[src/hdl/rv32i_pkg.sv]
package rv32i_pkg;

    typedef logic [31:0] word_t;

    // major opcodes of the supported subset
    typedef enum logic [6:0] {
        opc_load   = 7'b0000011,
        opc_op_imm = 7'b0010011,
        opc_store  = 7'b0100011,
        opc_op     = 7'b0110011,
        opc_lui    = 7'b0110111,
        opc_branch = 7'b1100011
    } opcode_t;

    typedef enum logic [2:0] {
        alu_add,
        alu_sub,
        alu_and,
        alu_or,
        alu_xor,
        alu_slt,
        alu_sll,
        alu_srl
    } alu_op_t;

    typedef struct packed {
        logic [6:0] funct7;
        logic [4:0] rs2;
        logic [4:0] rs1;
        logic [2:0] funct3;
        logic [4:0] rd;
        logic [6:0] opcode;
    } r_fmt_t;

    typedef struct packed {
        logic [11:0] imm;
        logic [4:0]  rs1;
        logic [2:0]  funct3;
        logic [4:0]  rd;
        logic [6:0]  opcode;
    } i_fmt_t;

    typedef struct packed {
        logic [6:0] imm_hi;
        logic [4:0] rs2;
        logic [4:0] rs1;
        logic [2:0] funct3;
        logic [4:0] imm_lo;
        logic [6:0] opcode;
    } s_fmt_t;

    typedef struct packed {
        logic       imm_12;
        logic [5:0] imm_10_5;
        logic [4:0] rs2;
        logic [4:0] rs1;
        logic [2:0] funct3;
        logic [3:0] imm_4_1;
        logic       imm_11;
        logic [6:0] opcode;
    } b_fmt_t;

    typedef struct packed {
        logic [19:0] imm;
        logic [4:0]  rd;
        logic [6:0]  opcode;
    } u_fmt_t;

    // one instruction word, five ways of reading it
    typedef union packed {
        r_fmt_t r_fmt;
        i_fmt_t i_fmt;
        s_fmt_t s_fmt;
        b_fmt_t b_fmt;
        u_fmt_t u_fmt;
    } instr_u;

    typedef struct packed {
        alu_op_t alu_op;
        logic    alu_src_imm;
        logic    load_regfile;
        logic    mem_read;
        logic    mem_write;
        logic    branch;
        logic    branch_ne;
        logic    is_lui;
    } ctrl_word_t;

    typedef struct packed {
        logic   valid;
        word_t  pc;
        instr_u instr;
    } if_id_t;

    typedef struct packed {
        logic       valid;
        ctrl_word_t ctrl;
        word_t      pc;
        logic [4:0] rs1;
        logic [4:0] rs2;
        logic [4:0] rd;
        word_t      rs1_data;
        word_t      rs2_data;
        word_t      imm;
    } id_ex_t;

    typedef struct packed {
        logic       valid;
        ctrl_word_t ctrl;
        word_t      pc;
        logic [4:0] rd;
        logic [4:0] rs2;
        word_t      alu_result;
        word_t      store_data;
        logic       br_taken;
    } ex_mem_t;

    typedef struct packed {
        logic       valid;
        ctrl_word_t ctrl;
        logic [4:0] rd;
        word_t      alu_result;
        word_t      load_data;
    } mem_wb_t;

    typedef enum logic [1:0] {
        fwd_none,
        fwd_mem,
        fwd_wb
    } fwd_sel_t;

endpackage

[src/hdl/fetch_stage.sv]
module fetch_stage #(
    parameter rv32i_pkg::word_t RESET_PC = 32'h0000_0000
) (
    input  logic             clk,
    input  logic             rst_n_i,
    input  logic             stall_i,
    input  logic             redirect_i,
    input  rv32i_pkg::word_t target_i,
    output rv32i_pkg::word_t pc_o
);
    import rv32i_pkg::*;

    word_t pc_q;

    // a taken branch wins over a load-use hold
    always_ff @(posedge clk or negedge rst_n_i) begin
        if (!rst_n_i) begin
            pc_q <= RESET_PC;
        end else if (redirect_i) begin
            pc_q <= target_i;
        end else if (!stall_i) begin
            pc_q <= pc_q + 32'd4;
        end
    end

    assign pc_o = pc_q;

    // branch targets come from execute, so alignment depends on the immediate path
    pc_word_aligned: assert property (@(posedge clk) disable iff (!rst_n_i)
        pc_q[1:0] == 2'b00);

endmodule

[src/hdl/decode_stage.sv]
module decode_stage (
    input  logic              clk,
    input  logic              rst_n_i,
    input  rv32i_pkg::if_id_t if_id_i,
    input  logic              wb_en_i,
    input  logic [4:0]        wb_rd_i,
    input  rv32i_pkg::word_t  wb_data_i,
    output rv32i_pkg::id_ex_t id_ex_o,
    output logic [4:0]        rs1_o,
    output logic [4:0]        rs2_o
);
    import rv32i_pkg::*;

    instr_u     instr;
    ctrl_word_t ctrl;
    word_t      i_imm;
    word_t      s_imm;
    word_t      b_imm;
    word_t      u_imm;
    word_t      imm;
    word_t      rs1_data;
    word_t      rs2_data;
    word_t      regs [1:31];

    function automatic alu_op_t alu_from_funct3(input logic [2:0] funct3, input logic sub);
        alu_op_t op;
        case (funct3)
            3'b000:  op = sub ? alu_sub : alu_add;
            3'b001:  op = alu_sll;
            3'b010:  op = alu_slt;
            3'b100:  op = alu_xor;
            3'b101:  op = alu_srl;
            3'b110:  op = alu_or;
            default: op = alu_and;
        endcase
        return op;
    endfunction

    assign instr = if_id_i.instr;

    assign i_imm = {{20{instr.i_fmt.imm[11]}}, instr.i_fmt.imm};
    assign s_imm = {{20{instr.s_fmt.imm_hi[6]}}, instr.s_fmt.imm_hi, instr.s_fmt.imm_lo};
    assign b_imm = {{19{instr.b_fmt.imm_12}}, instr.b_fmt.imm_12, instr.b_fmt.imm_11,
                    instr.b_fmt.imm_10_5, instr.b_fmt.imm_4_1, 1'b0};
    assign u_imm = {instr.u_fmt.imm, 12'h000};

    always_comb begin
        ctrl = '0;
        imm  = i_imm;
        case (instr.r_fmt.opcode)
            opc_op: begin
                ctrl.alu_op       = alu_from_funct3(instr.r_fmt.funct3, instr.r_fmt.funct7[5]);
                ctrl.load_regfile = 1'b1;
            end
            opc_op_imm: begin
                ctrl.alu_op       = alu_from_funct3(instr.i_fmt.funct3, 1'b0);
                ctrl.alu_src_imm  = 1'b1;
                ctrl.load_regfile = 1'b1;
            end
            opc_lui: begin
                ctrl.is_lui       = 1'b1;
                ctrl.alu_src_imm  = 1'b1;
                ctrl.load_regfile = 1'b1;
                imm               = u_imm;
            end
            opc_load: begin
                ctrl.mem_read     = 1'b1;
                ctrl.alu_src_imm  = 1'b1;
                ctrl.load_regfile = 1'b1;
            end
            opc_store: begin
                ctrl.mem_write   = 1'b1;
                ctrl.alu_src_imm = 1'b1;
                imm              = s_imm;
            end
            opc_branch: begin
                // only beq and bne
                ctrl.branch    = (instr.b_fmt.funct3[2:1] == 2'b00);
                ctrl.branch_ne = instr.b_fmt.funct3[0];
                imm            = b_imm;
            end
            default: begin
                // unknown opcode stays a no-op
                ctrl = '0;
            end
        endcase
    end

    always_ff @(posedge clk) begin
        if (wb_en_i && wb_rd_i != 5'd0) begin
            regs[wb_rd_i] <= wb_data_i;
        end
    end

    // write-through covers the writeback in the same cycle
    assign rs1_data = (instr.r_fmt.rs1 == 5'd0) ? '0 :
                      (wb_en_i && wb_rd_i == instr.r_fmt.rs1) ? wb_data_i : regs[instr.r_fmt.rs1];
    assign rs2_data = (instr.r_fmt.rs2 == 5'd0) ? '0 :
                      (wb_en_i && wb_rd_i == instr.r_fmt.rs2) ? wb_data_i : regs[instr.r_fmt.rs2];

    always_comb begin
        id_ex_o.valid    = if_id_i.valid;
        id_ex_o.ctrl     = ctrl;
        id_ex_o.pc       = if_id_i.pc;
        id_ex_o.rs1      = instr.r_fmt.rs1;
        id_ex_o.rs2      = instr.r_fmt.rs2;
        id_ex_o.rd       = instr.r_fmt.rd;
        id_ex_o.rs1_data = rs1_data;
        id_ex_o.rs2_data = rs2_data;
        id_ex_o.imm      = imm;
    end

    assign rs1_o = instr.r_fmt.rs1;
    assign rs2_o = instr.r_fmt.rs2;

    // writeback enable is built in the top level
    x0_never_written: assert property (@(posedge clk) disable iff (!rst_n_i)
        wb_en_i |-> wb_rd_i != 5'd0);

endmodule

[src/hdl/execute_stage.sv]
module execute_stage (
    input  rv32i_pkg::id_ex_t   id_ex_i,
    input  rv32i_pkg::fwd_sel_t forward_a_i,
    input  rv32i_pkg::fwd_sel_t forward_b_i,
    input  rv32i_pkg::word_t    mem_fwd_data_i,
    input  rv32i_pkg::word_t    wb_fwd_data_i,
    output rv32i_pkg::ex_mem_t  ex_mem_o
);
    import rv32i_pkg::*;

    word_t rs1_val;
    word_t rs2_val;
    word_t alu_a;
    word_t alu_b;
    word_t alu_y;

    function automatic word_t fwd_pick(input fwd_sel_t sel, input word_t reg_val,
                                       input word_t mem_val, input word_t wb_val);
        word_t val;
        case (sel)
            fwd_mem: val = mem_val;
            fwd_wb:  val = wb_val;
            default: val = reg_val;
        endcase
        return val;
    endfunction

    assign rs1_val = fwd_pick(forward_a_i, id_ex_i.rs1_data, mem_fwd_data_i, wb_fwd_data_i);
    assign rs2_val = fwd_pick(forward_b_i, id_ex_i.rs2_data, mem_fwd_data_i, wb_fwd_data_i);

    // lui is 0 + upper immediate
    assign alu_a = id_ex_i.ctrl.is_lui ? '0 : rs1_val;
    assign alu_b = id_ex_i.ctrl.alu_src_imm ? id_ex_i.imm : rs2_val;

    always_comb begin
        case (id_ex_i.ctrl.alu_op)
            alu_add: alu_y = alu_a + alu_b;
            alu_sub: alu_y = alu_a - alu_b;
            alu_and: alu_y = alu_a & alu_b;
            alu_or:  alu_y = alu_a | alu_b;
            alu_xor: alu_y = alu_a ^ alu_b;
            alu_slt: alu_y = {31'd0, $signed(alu_a) < $signed(alu_b)};
            alu_sll: alu_y = alu_a << alu_b[4:0];
            default: alu_y = alu_a >> alu_b[4:0];
        endcase
    end

    always_comb begin
        ex_mem_o.valid      = id_ex_i.valid;
        ex_mem_o.ctrl       = id_ex_i.ctrl;
        ex_mem_o.pc         = id_ex_i.pc;
        ex_mem_o.rd         = id_ex_i.rd;
        ex_mem_o.rs2        = id_ex_i.rs2;
        // branches carry their target in the result field
        ex_mem_o.alu_result = id_ex_i.ctrl.branch ? id_ex_i.pc + id_ex_i.imm : alu_y;
        ex_mem_o.store_data = rs2_val;
        ex_mem_o.br_taken   = id_ex_i.ctrl.branch
                              && ((rs1_val == rs2_val) ^ id_ex_i.ctrl.branch_ne);
    end

endmodule

[src/hdl/memory_stage.sv]
module memory_stage (
    input  rv32i_pkg::ex_mem_t  ex_mem_i,
    input  rv32i_pkg::fwd_sel_t forward_c_i,
    input  rv32i_pkg::word_t    wb_fwd_data_i,
    input  rv32i_pkg::word_t    data_mem_rdata_i,
    output rv32i_pkg::word_t    data_mem_address_o,
    output rv32i_pkg::word_t    data_mem_wdata_o,
    output logic                data_read_o,
    output logic                data_write_o,
    output logic                redirect_o,
    output rv32i_pkg::word_t    target_o,
    output rv32i_pkg::mem_wb_t  mem_wb_o
);
    import rv32i_pkg::*;

    assign data_mem_address_o = ex_mem_i.alu_result;
    // a load right before the store supplies the data late
    assign data_mem_wdata_o   = (forward_c_i == fwd_wb) ? wb_fwd_data_i : ex_mem_i.store_data;
    assign data_read_o        = ex_mem_i.valid && ex_mem_i.ctrl.mem_read;
    assign data_write_o       = ex_mem_i.valid && ex_mem_i.ctrl.mem_write;

    assign redirect_o = ex_mem_i.valid && ex_mem_i.br_taken;
    assign target_o   = ex_mem_i.alu_result;

    always_comb begin
        mem_wb_o.valid      = ex_mem_i.valid;
        mem_wb_o.ctrl       = ex_mem_i.ctrl;
        mem_wb_o.rd         = ex_mem_i.rd;
        mem_wb_o.alu_result = ex_mem_i.alu_result;
        mem_wb_o.load_data  = data_mem_rdata_i;
    end

    // decode never sets both strobes for one opcode
    always_comb begin
        rd_wr_exclusive: assert #0 (!(data_read_o && data_write_o));
    end

endmodule

[src/hdl/hazard_unit.sv]
module hazard_unit (
    input  rv32i_pkg::id_ex_t   id_ex_i,
    input  rv32i_pkg::ex_mem_t  ex_mem_i,
    input  rv32i_pkg::mem_wb_t  mem_wb_i,
    input  logic [4:0]          id_rs1_i,
    input  logic [4:0]          id_rs2_i,
    input  logic                id_uses_rs2_in_ex_i,
    output rv32i_pkg::fwd_sel_t forward_a_o,
    output rv32i_pkg::fwd_sel_t forward_b_o,
    output rv32i_pkg::fwd_sel_t forward_c_o,
    output logic                stall_o
);
    import rv32i_pkg::*;

    logic mem_writes_alu;
    logic wb_writes;
    logic load_in_ex;
    logic load_in_mem;
    logic ex_uses_rs1;
    logic ex_uses_rs2;

    // loads in EX/MEM have no data yet
    assign mem_writes_alu = ex_mem_i.valid && ex_mem_i.ctrl.load_regfile
                            && !ex_mem_i.ctrl.mem_read && ex_mem_i.rd != 5'd0;
    assign wb_writes      = mem_wb_i.valid && mem_wb_i.ctrl.load_regfile && mem_wb_i.rd != 5'd0;

    function automatic fwd_sel_t ex_fwd(input logic [4:0] src, input logic mem_hit,
                                        input logic [4:0] mem_rd, input logic wb_hit,
                                        input logic [4:0] wb_rd);
        fwd_sel_t sel;
        sel = fwd_none;
        if (mem_hit && src == mem_rd) begin
            sel = fwd_mem;
        end else if (wb_hit && src == wb_rd) begin
            sel = fwd_wb;
        end
        return sel;
    endfunction

    assign forward_a_o = ex_fwd(id_ex_i.rs1, mem_writes_alu, ex_mem_i.rd,
                                wb_writes, mem_wb_i.rd);
    assign forward_b_o = ex_fwd(id_ex_i.rs2, mem_writes_alu, ex_mem_i.rd,
                                wb_writes, mem_wb_i.rd);
    assign forward_c_o = (wb_writes && mem_wb_i.rd == ex_mem_i.rs2) ? fwd_wb : fwd_none;

    // hold ID one cycle behind a load it depends on
    assign load_in_ex = id_ex_i.valid && id_ex_i.ctrl.mem_read && id_ex_i.rd != 5'd0;
    assign stall_o    = load_in_ex
                        && (id_rs1_i == id_ex_i.rd
                            || (id_uses_rs2_in_ex_i && id_rs2_i == id_ex_i.rd));

    assign load_in_mem = ex_mem_i.valid && ex_mem_i.ctrl.mem_read && ex_mem_i.rd != 5'd0;
    assign ex_uses_rs1 = id_ex_i.valid && !id_ex_i.ctrl.is_lui
                         && (id_ex_i.ctrl.load_regfile || id_ex_i.ctrl.mem_write
                             || id_ex_i.ctrl.branch);
    assign ex_uses_rs2 = id_ex_i.valid
                         && (id_ex_i.ctrl.branch
                             || (id_ex_i.ctrl.load_regfile && !id_ex_i.ctrl.alu_src_imm));

    // the stall one cycle earlier keeps a load in EX/MEM from feeding execute
    always_comb begin
        no_load_fwd_in_ex: assert #0 (!(load_in_mem
            && ((ex_uses_rs1 && ex_mem_i.rd == id_ex_i.rs1)
                || (ex_uses_rs2 && ex_mem_i.rd == id_ex_i.rs2))));
    end

endmodule

[src/hdl/datapath.sv]
module datapath #(
    parameter rv32i_pkg::word_t RESET_PC = 32'h0000_0000
) (
    input  logic             clk,
    input  logic             rst_n_i,

    output rv32i_pkg::word_t instr_mem_address_o,
    input  rv32i_pkg::word_t instr_mem_rdata_i,

    output rv32i_pkg::word_t data_mem_address_o,
    output rv32i_pkg::word_t data_mem_wdata_o,
    output logic             data_read_o,
    output logic             data_write_o,
    input  rv32i_pkg::word_t data_mem_rdata_i,

    output logic             commit_valid_o,
    output logic [4:0]       commit_rd_o,
    output rv32i_pkg::word_t commit_data_o
);
    import rv32i_pkg::*;

    word_t      pc;
    word_t      target;
    logic       redirect;
    logic       stall;

    if_id_t     if_id_q;
    id_ex_t     id_ex_d;
    id_ex_t     id_ex_q;
    ex_mem_t    ex_mem_d;
    ex_mem_t    ex_mem_q;
    mem_wb_t    mem_wb_d;
    mem_wb_t    mem_wb_q;

    logic [4:0] id_rs1;
    logic [4:0] id_rs2;
    logic       id_uses_rs2_in_ex;
    fwd_sel_t   forward_a;
    fwd_sel_t   forward_b;
    fwd_sel_t   forward_c;

    logic       wb_en;
    word_t      wb_data;

    fetch_stage #(
        .RESET_PC(RESET_PC)
    ) u_fetch (
        .clk        (clk),
        .rst_n_i    (rst_n_i),
        .stall_i    (stall),
        .redirect_i (redirect),
        .target_i   (target),
        .pc_o       (pc)
    );

    assign instr_mem_address_o = pc;

    always_ff @(posedge clk or negedge rst_n_i) begin
        if (!rst_n_i) begin
            if_id_q <= '0;
        end else if (redirect) begin
            if_id_q <= '0;
        end else if (!stall) begin
            if_id_q <= '{valid: 1'b1, pc: pc, instr: instr_u'(instr_mem_rdata_i)};
        end
    end

    decode_stage u_decode (
        .clk       (clk),
        .rst_n_i   (rst_n_i),
        .if_id_i   (if_id_q),
        .wb_en_i   (wb_en),
        .wb_rd_i   (mem_wb_q.rd),
        .wb_data_i (wb_data),
        .id_ex_o   (id_ex_d),
        .rs1_o     (id_rs1),
        .rs2_o     (id_rs2)
    );

    // register-register ops and branches compare rs2 in execute
    assign id_uses_rs2_in_ex = id_ex_d.ctrl.branch
                               || (id_ex_d.ctrl.load_regfile && !id_ex_d.ctrl.alu_src_imm);

    // bubble on a load-use stall
    always_ff @(posedge clk or negedge rst_n_i) begin
        if (!rst_n_i) begin
            id_ex_q <= '0;
        end else if (redirect || stall) begin
            id_ex_q <= '0;
        end else begin
            id_ex_q <= id_ex_d;
        end
    end

    execute_stage u_execute (
        .id_ex_i        (id_ex_q),
        .forward_a_i    (forward_a),
        .forward_b_i    (forward_b),
        .mem_fwd_data_i (ex_mem_q.alu_result),
        .wb_fwd_data_i  (wb_data),
        .ex_mem_o       (ex_mem_d)
    );

    always_ff @(posedge clk or negedge rst_n_i) begin
        if (!rst_n_i) begin
            ex_mem_q <= '0;
        end else if (redirect) begin
            ex_mem_q <= '0;
        end else begin
            ex_mem_q <= ex_mem_d;
        end
    end

    memory_stage u_memory (
        .ex_mem_i           (ex_mem_q),
        .forward_c_i        (forward_c),
        .wb_fwd_data_i      (wb_data),
        .data_mem_rdata_i   (data_mem_rdata_i),
        .data_mem_address_o (data_mem_address_o),
        .data_mem_wdata_o   (data_mem_wdata_o),
        .data_read_o        (data_read_o),
        .data_write_o       (data_write_o),
        .redirect_o         (redirect),
        .target_o           (target),
        .mem_wb_o           (mem_wb_d)
    );

    always_ff @(posedge clk or negedge rst_n_i) begin
        if (!rst_n_i) begin
            mem_wb_q <= '0;
        end else begin
            mem_wb_q <= mem_wb_d;
        end
    end

    hazard_unit u_hazard (
        .id_ex_i             (id_ex_q),
        .ex_mem_i            (ex_mem_q),
        .mem_wb_i            (mem_wb_q),
        .id_rs1_i            (id_rs1),
        .id_rs2_i            (id_rs2),
        .id_uses_rs2_in_ex_i (id_uses_rs2_in_ex),
        .forward_a_o         (forward_a),
        .forward_b_o         (forward_b),
        .forward_c_o         (forward_c),
        .stall_o             (stall)
    );

    // writeback
    assign wb_data = mem_wb_q.ctrl.mem_read ? mem_wb_q.load_data : mem_wb_q.alu_result;
    assign wb_en   = mem_wb_q.valid && mem_wb_q.ctrl.load_regfile && mem_wb_q.rd != 5'd0;

    assign commit_valid_o = wb_en;
    assign commit_rd_o    = mem_wb_q.rd;
    assign commit_data_o  = wb_data;

endmodule

[config.mk]
export PLATFORM = sky130hd
export DESIGN_NAME = datapath
export DESIGN_NICKNAME = d
export VERILOG_FILES = /design/src/hdl/rv32i_pkg.sv /design/src/hdl/fetch_stage.sv /design/src/hdl/decode_stage.sv /design/src/hdl/execute_stage.sv /design/src/hdl/memory_stage.sv /design/src/hdl/hazard_unit.sv /design/src/hdl/datapath.sv
export SDC_FILE = /design/constraint.sdc
export NUM_CORES = 2
export LEC_CHECK = 0
export BUFFER_PORTS_ARGS = -buffer_cell sky130_fd_sc_hd__buf_2
export CORE_UTILIZATION = 59
export DETAILED_ROUTE_END_ITERATION = 8
export PLACE_DENSITY = 0.74
export SLEW_MARGIN = 5
export SYNTH_ARGS = -nofsm -noshare
export SYNTH_HDL_FRONTEND = slang
export SYNTH_SLANG_ARGS = --single-unit
[constraint.sdc]
create_clock -name clk -period 6.5 [get_ports clk]
set_clock_uncertainty 0.05 [all_clocks]
set_input_delay 0.325 -clock clk [delete_from_list [all_inputs] [get_ports clk]]
set_output_delay 0.325 -clock clk [all_outputs]
set_load 0.02 [all_outputs]
==> impl_metrics.toml <==
[floorplan]
die_h_um = 357.4
core-area_um2 = 125400
start_util = 0.5941
io_pins = 202
dieArea_um2 = 127700
die_x_um = 357.4
rows = 130

[cts]
cts.sinks = 1394
clkLatencyLatePin_ns = 0.81
cts_buffers = 147
clk_pin_slew_ns = 0.06
cts_setup_buffers = 0
cts_max_level = 4
cts_tree = "done"
cts-root-buf = "clkbuf_16"
cts_buffer_depth = 3

[yosys]
syn_inst = 5356
synthMuxAreaShare = 0.2265
synth-simple-area-share = 0.06773
synth-compound-area-share = 0.09588
synth-seq-area-share = 0.5348
synth_seq_cells = 1394
ys.flop_type = "edfxtp_1"
synth_nets = 5563
synth_edf_count = 992
netlist_area_um2 = 74500
yosys.area_share.adder = 0.02398
ys_types = 111
yosys_warnings = 0
async_reset_ff_frac = 0.2884
synth_area_per_cell_um2 = 13.91
synth_top_family_by_area = "multiplexers"
synth_xor_area_frac = 0.01752

[cells_and_area]
final_cell_mix = "edfxtp_1 (992), mux4_2 (554), dfrtp_1 (392), nor2_1 (360), mux2i_1 (299)"
stdcell_area_um2 = 83370
final_common_cell = "edfxtp_1"
syn2layout_area_growth_pct = 11.89
fin_nets = 5741
fillers = 8620
drive_gt1_frac = 0.2552

[grt]
grtUsageTotal = 0.4512
grt_pass1_vias = 52920
grt-ovfl-total = 0
antenna_found_initial = 15
grt_max_degree = 138
grt_pass1_wl_mm = 399.8

[routing]
vias = 53630
drt-pass1-iter-count = 7
drtIter0Drc = 7837
wirelength_mm = 286.0
drc = 0
viasPerCell = 7.339
final_antenna_net_count = 0
detail_route.wl_per_cell_um = 39.14

[timing]
hold_viol_final = 0
slew_headroom = 0.1972
setup_violations = 0
worst_pin_slew_ns = 1.192
fin_crit_ns = 6.285
rsz0062_at_grt = "false"
slew_violations = 0
final.setup.tns_ns = 0
finalCritPeriodShare = 0.9670
finalHoldWorstSlack_ns = 0.03336
fmax_mhz = 159.1

[place]
gp_congestion = 1.063
post_dp_cell_area_um2 = 77690
io_buffers = 201
dp_hpwl_mm = 179.7

[setup_path]
path_class = "reg2reg"
critPathRequiredTime_ns = 7.09
start_kind = "register"
critPathArrivalTime_ns = 6.87
crit_path_end_kind = "register"
cp_max_fo = 21

[pwr]
total_power_mw = 26.34
p_per_area_nw_per_um2 = 316.0
power_leakage_nw = 31.31
peakVddDrop_uv = 328.6

[run_status]
outcome = "finished, final reports clean"

[job]
max_cap_viol_count = 0

[worst_hold_path]
hold_class = "in2async"
layer usage:
layer | vias up | wire length, um | GRT usage
li1 | 21330 | - | -
met1 | 26960 | 96580 | 0.5582
met2 | 4257 | 130300 | 0.6859
met3 | 1060 | 33070 | 0.1192
met4 | 12 | 25930 | 0.3374
met5 | - | 82 | 0
worst max-delay path: stages, from the launching register on:
cell	delay [ns]
dfrtp_1	0.55
or3_4	0.45
o21bai_4	0.16
buf_4	0.26
buf_4	0.32
nor4_1	0.10
or2_1	0.23
o22ai_1	0.47
ha_1	0.48
a21oi_1	0.17
o21ai_0	0.14
a221o_1	0.35
a41oi_1	0.82
nor4_1	0.16
o21ai_0	0.48
a21oi_1	0.21
a221oi_1	0.31
a21oi_1	0.07
a211oi_1	0.21
o22ai_1	0.12
state kept, by name, indices dropped and copies added (netlist names):
name / flops
if_id_q: 65
u_fetch.pc_o: 32
mem_wb_q: 67
id_ex_q: 154
ex_mem_q: 79
commit_rd_o: 5
u_decode.regs: 992
Yosys cell counts (26+ instances only):
master / instances / area [um^2]
mux2_2: 122 / 1374
inv_1: 107 / 401.6
edfxtp_1: 992 / 29790
o21ai_0: 167 / 835.8
a31oi_1: 51 / 319.1
mux4_2: 554 / 12480
nand2_1: 292 / 1096
xnor2_1: 82 / 718.2
ha_1: 138 / 1727
a211oi_1: 203 / 1524
a21o_1: 69 / 518.0
buf_1: 58 / 217.7
buf_4: 50 / 375.4
nor4_1: 37 / 231.5
nand4_1: 26 / 162.7
mux2i_1: 300 / 3003
dfrtp_1: 402 / 10060
nor2_1: 389 / 1460
a21oi_1: 236 / 1181
nor3_1: 44 / 220.2
buf_2: 40 / 200.2
and2_1: 63 / 394.1
clkbuf_1: 289 / 1085
xor2_1: 67 / 586.8
nand3_1: 59 / 295.3
and3_1: 81 / 506.7
power breakdown:
| group | switching [mW] | leakage [nW] | internal [mW] |
|---|---|---|---|
| clock | 3.79 | 2.42 | 5.02 |
| sequential | 0.762 | 13.8 | 10.7 |
| combinational | 4.21 | 15.1 | 1.88 |
| total | 8.76 | 31.3 | 17.6 |
per-stage QoR:
stage / cells / setup WS [ns] / utilization
floorplan: 5356 / 0.7134 / -
global placement: 6969 / 0.3927 / 0.6193
detailed placement: 6970 / 0.3280 / 0.6195
CTS: 7304 / 0.2487 / 0.6647
global route: 7304 / 0.04398 / 0.6647
finish: 7307 / 0.2147 / 0.6648
layout make-up:
cell class              instances  area (um^2)  share of cell area
multi-input cells            3393        32480              0.3897
clock inverters                86         1057             0.01268
diodes                          3        7.507          0.00009005
clock buffers                 183         3960             0.04750
inverters                     117        442.9            0.005313
repair buffers                481         3463             0.04154
flip-flops and latches       1394        39890              0.4784
well taps                    1650         2064             0.02476
timing repair:
item	4_1_cts	5_1_grt
endpoints found under the hold margin	137	0
setup endpoints to repair	0	3
hold buffers	65	0
gates resized for setup	0	2
kinds of logic (layout without fill, tap and decap cells):
family                   count (synthesis)  after routing
adder cells (fa/ha/maj)                141            141
flip-flops                            1394           1394
AND/OR/NAND/NOR                       1085           1085
XOR/XNOR                               149            149
AO/OA/AOI/OAI                         1040           1040
multiplexers                           978            978
buffers and inverters                  569            867
other                                    0              3
worst paths after layout:
kind	slack, ns	to	start	depth (start not counted)
min reg2reg	0.33	mem_wb_q[73]$_DFF_PN0_	ex_mem_q[111]$_DFF_PN0_	0
max reg2reg	0.21	ex_mem_q[62]$_DFF_PN0_	commit_rd_o[4]$_DFF_PN0_	19
max	0.21	ex_mem_q[62]$_DFF_PN0_	commit_rd_o[4]$_DFF_PN0_	19
max in group asynchronous	4.83	ex_mem_q[24]$_DFF_PN0_	rst_n_i	3
min in group clk	0.12	mem_wb_q[22]$_DFF_PN0_	data_mem_rdata_i[22]	2
min	0.03	ex_mem_q[52]$_DFF_PN0_	rst_n_i	2
(Power assumes the default switching activity.)
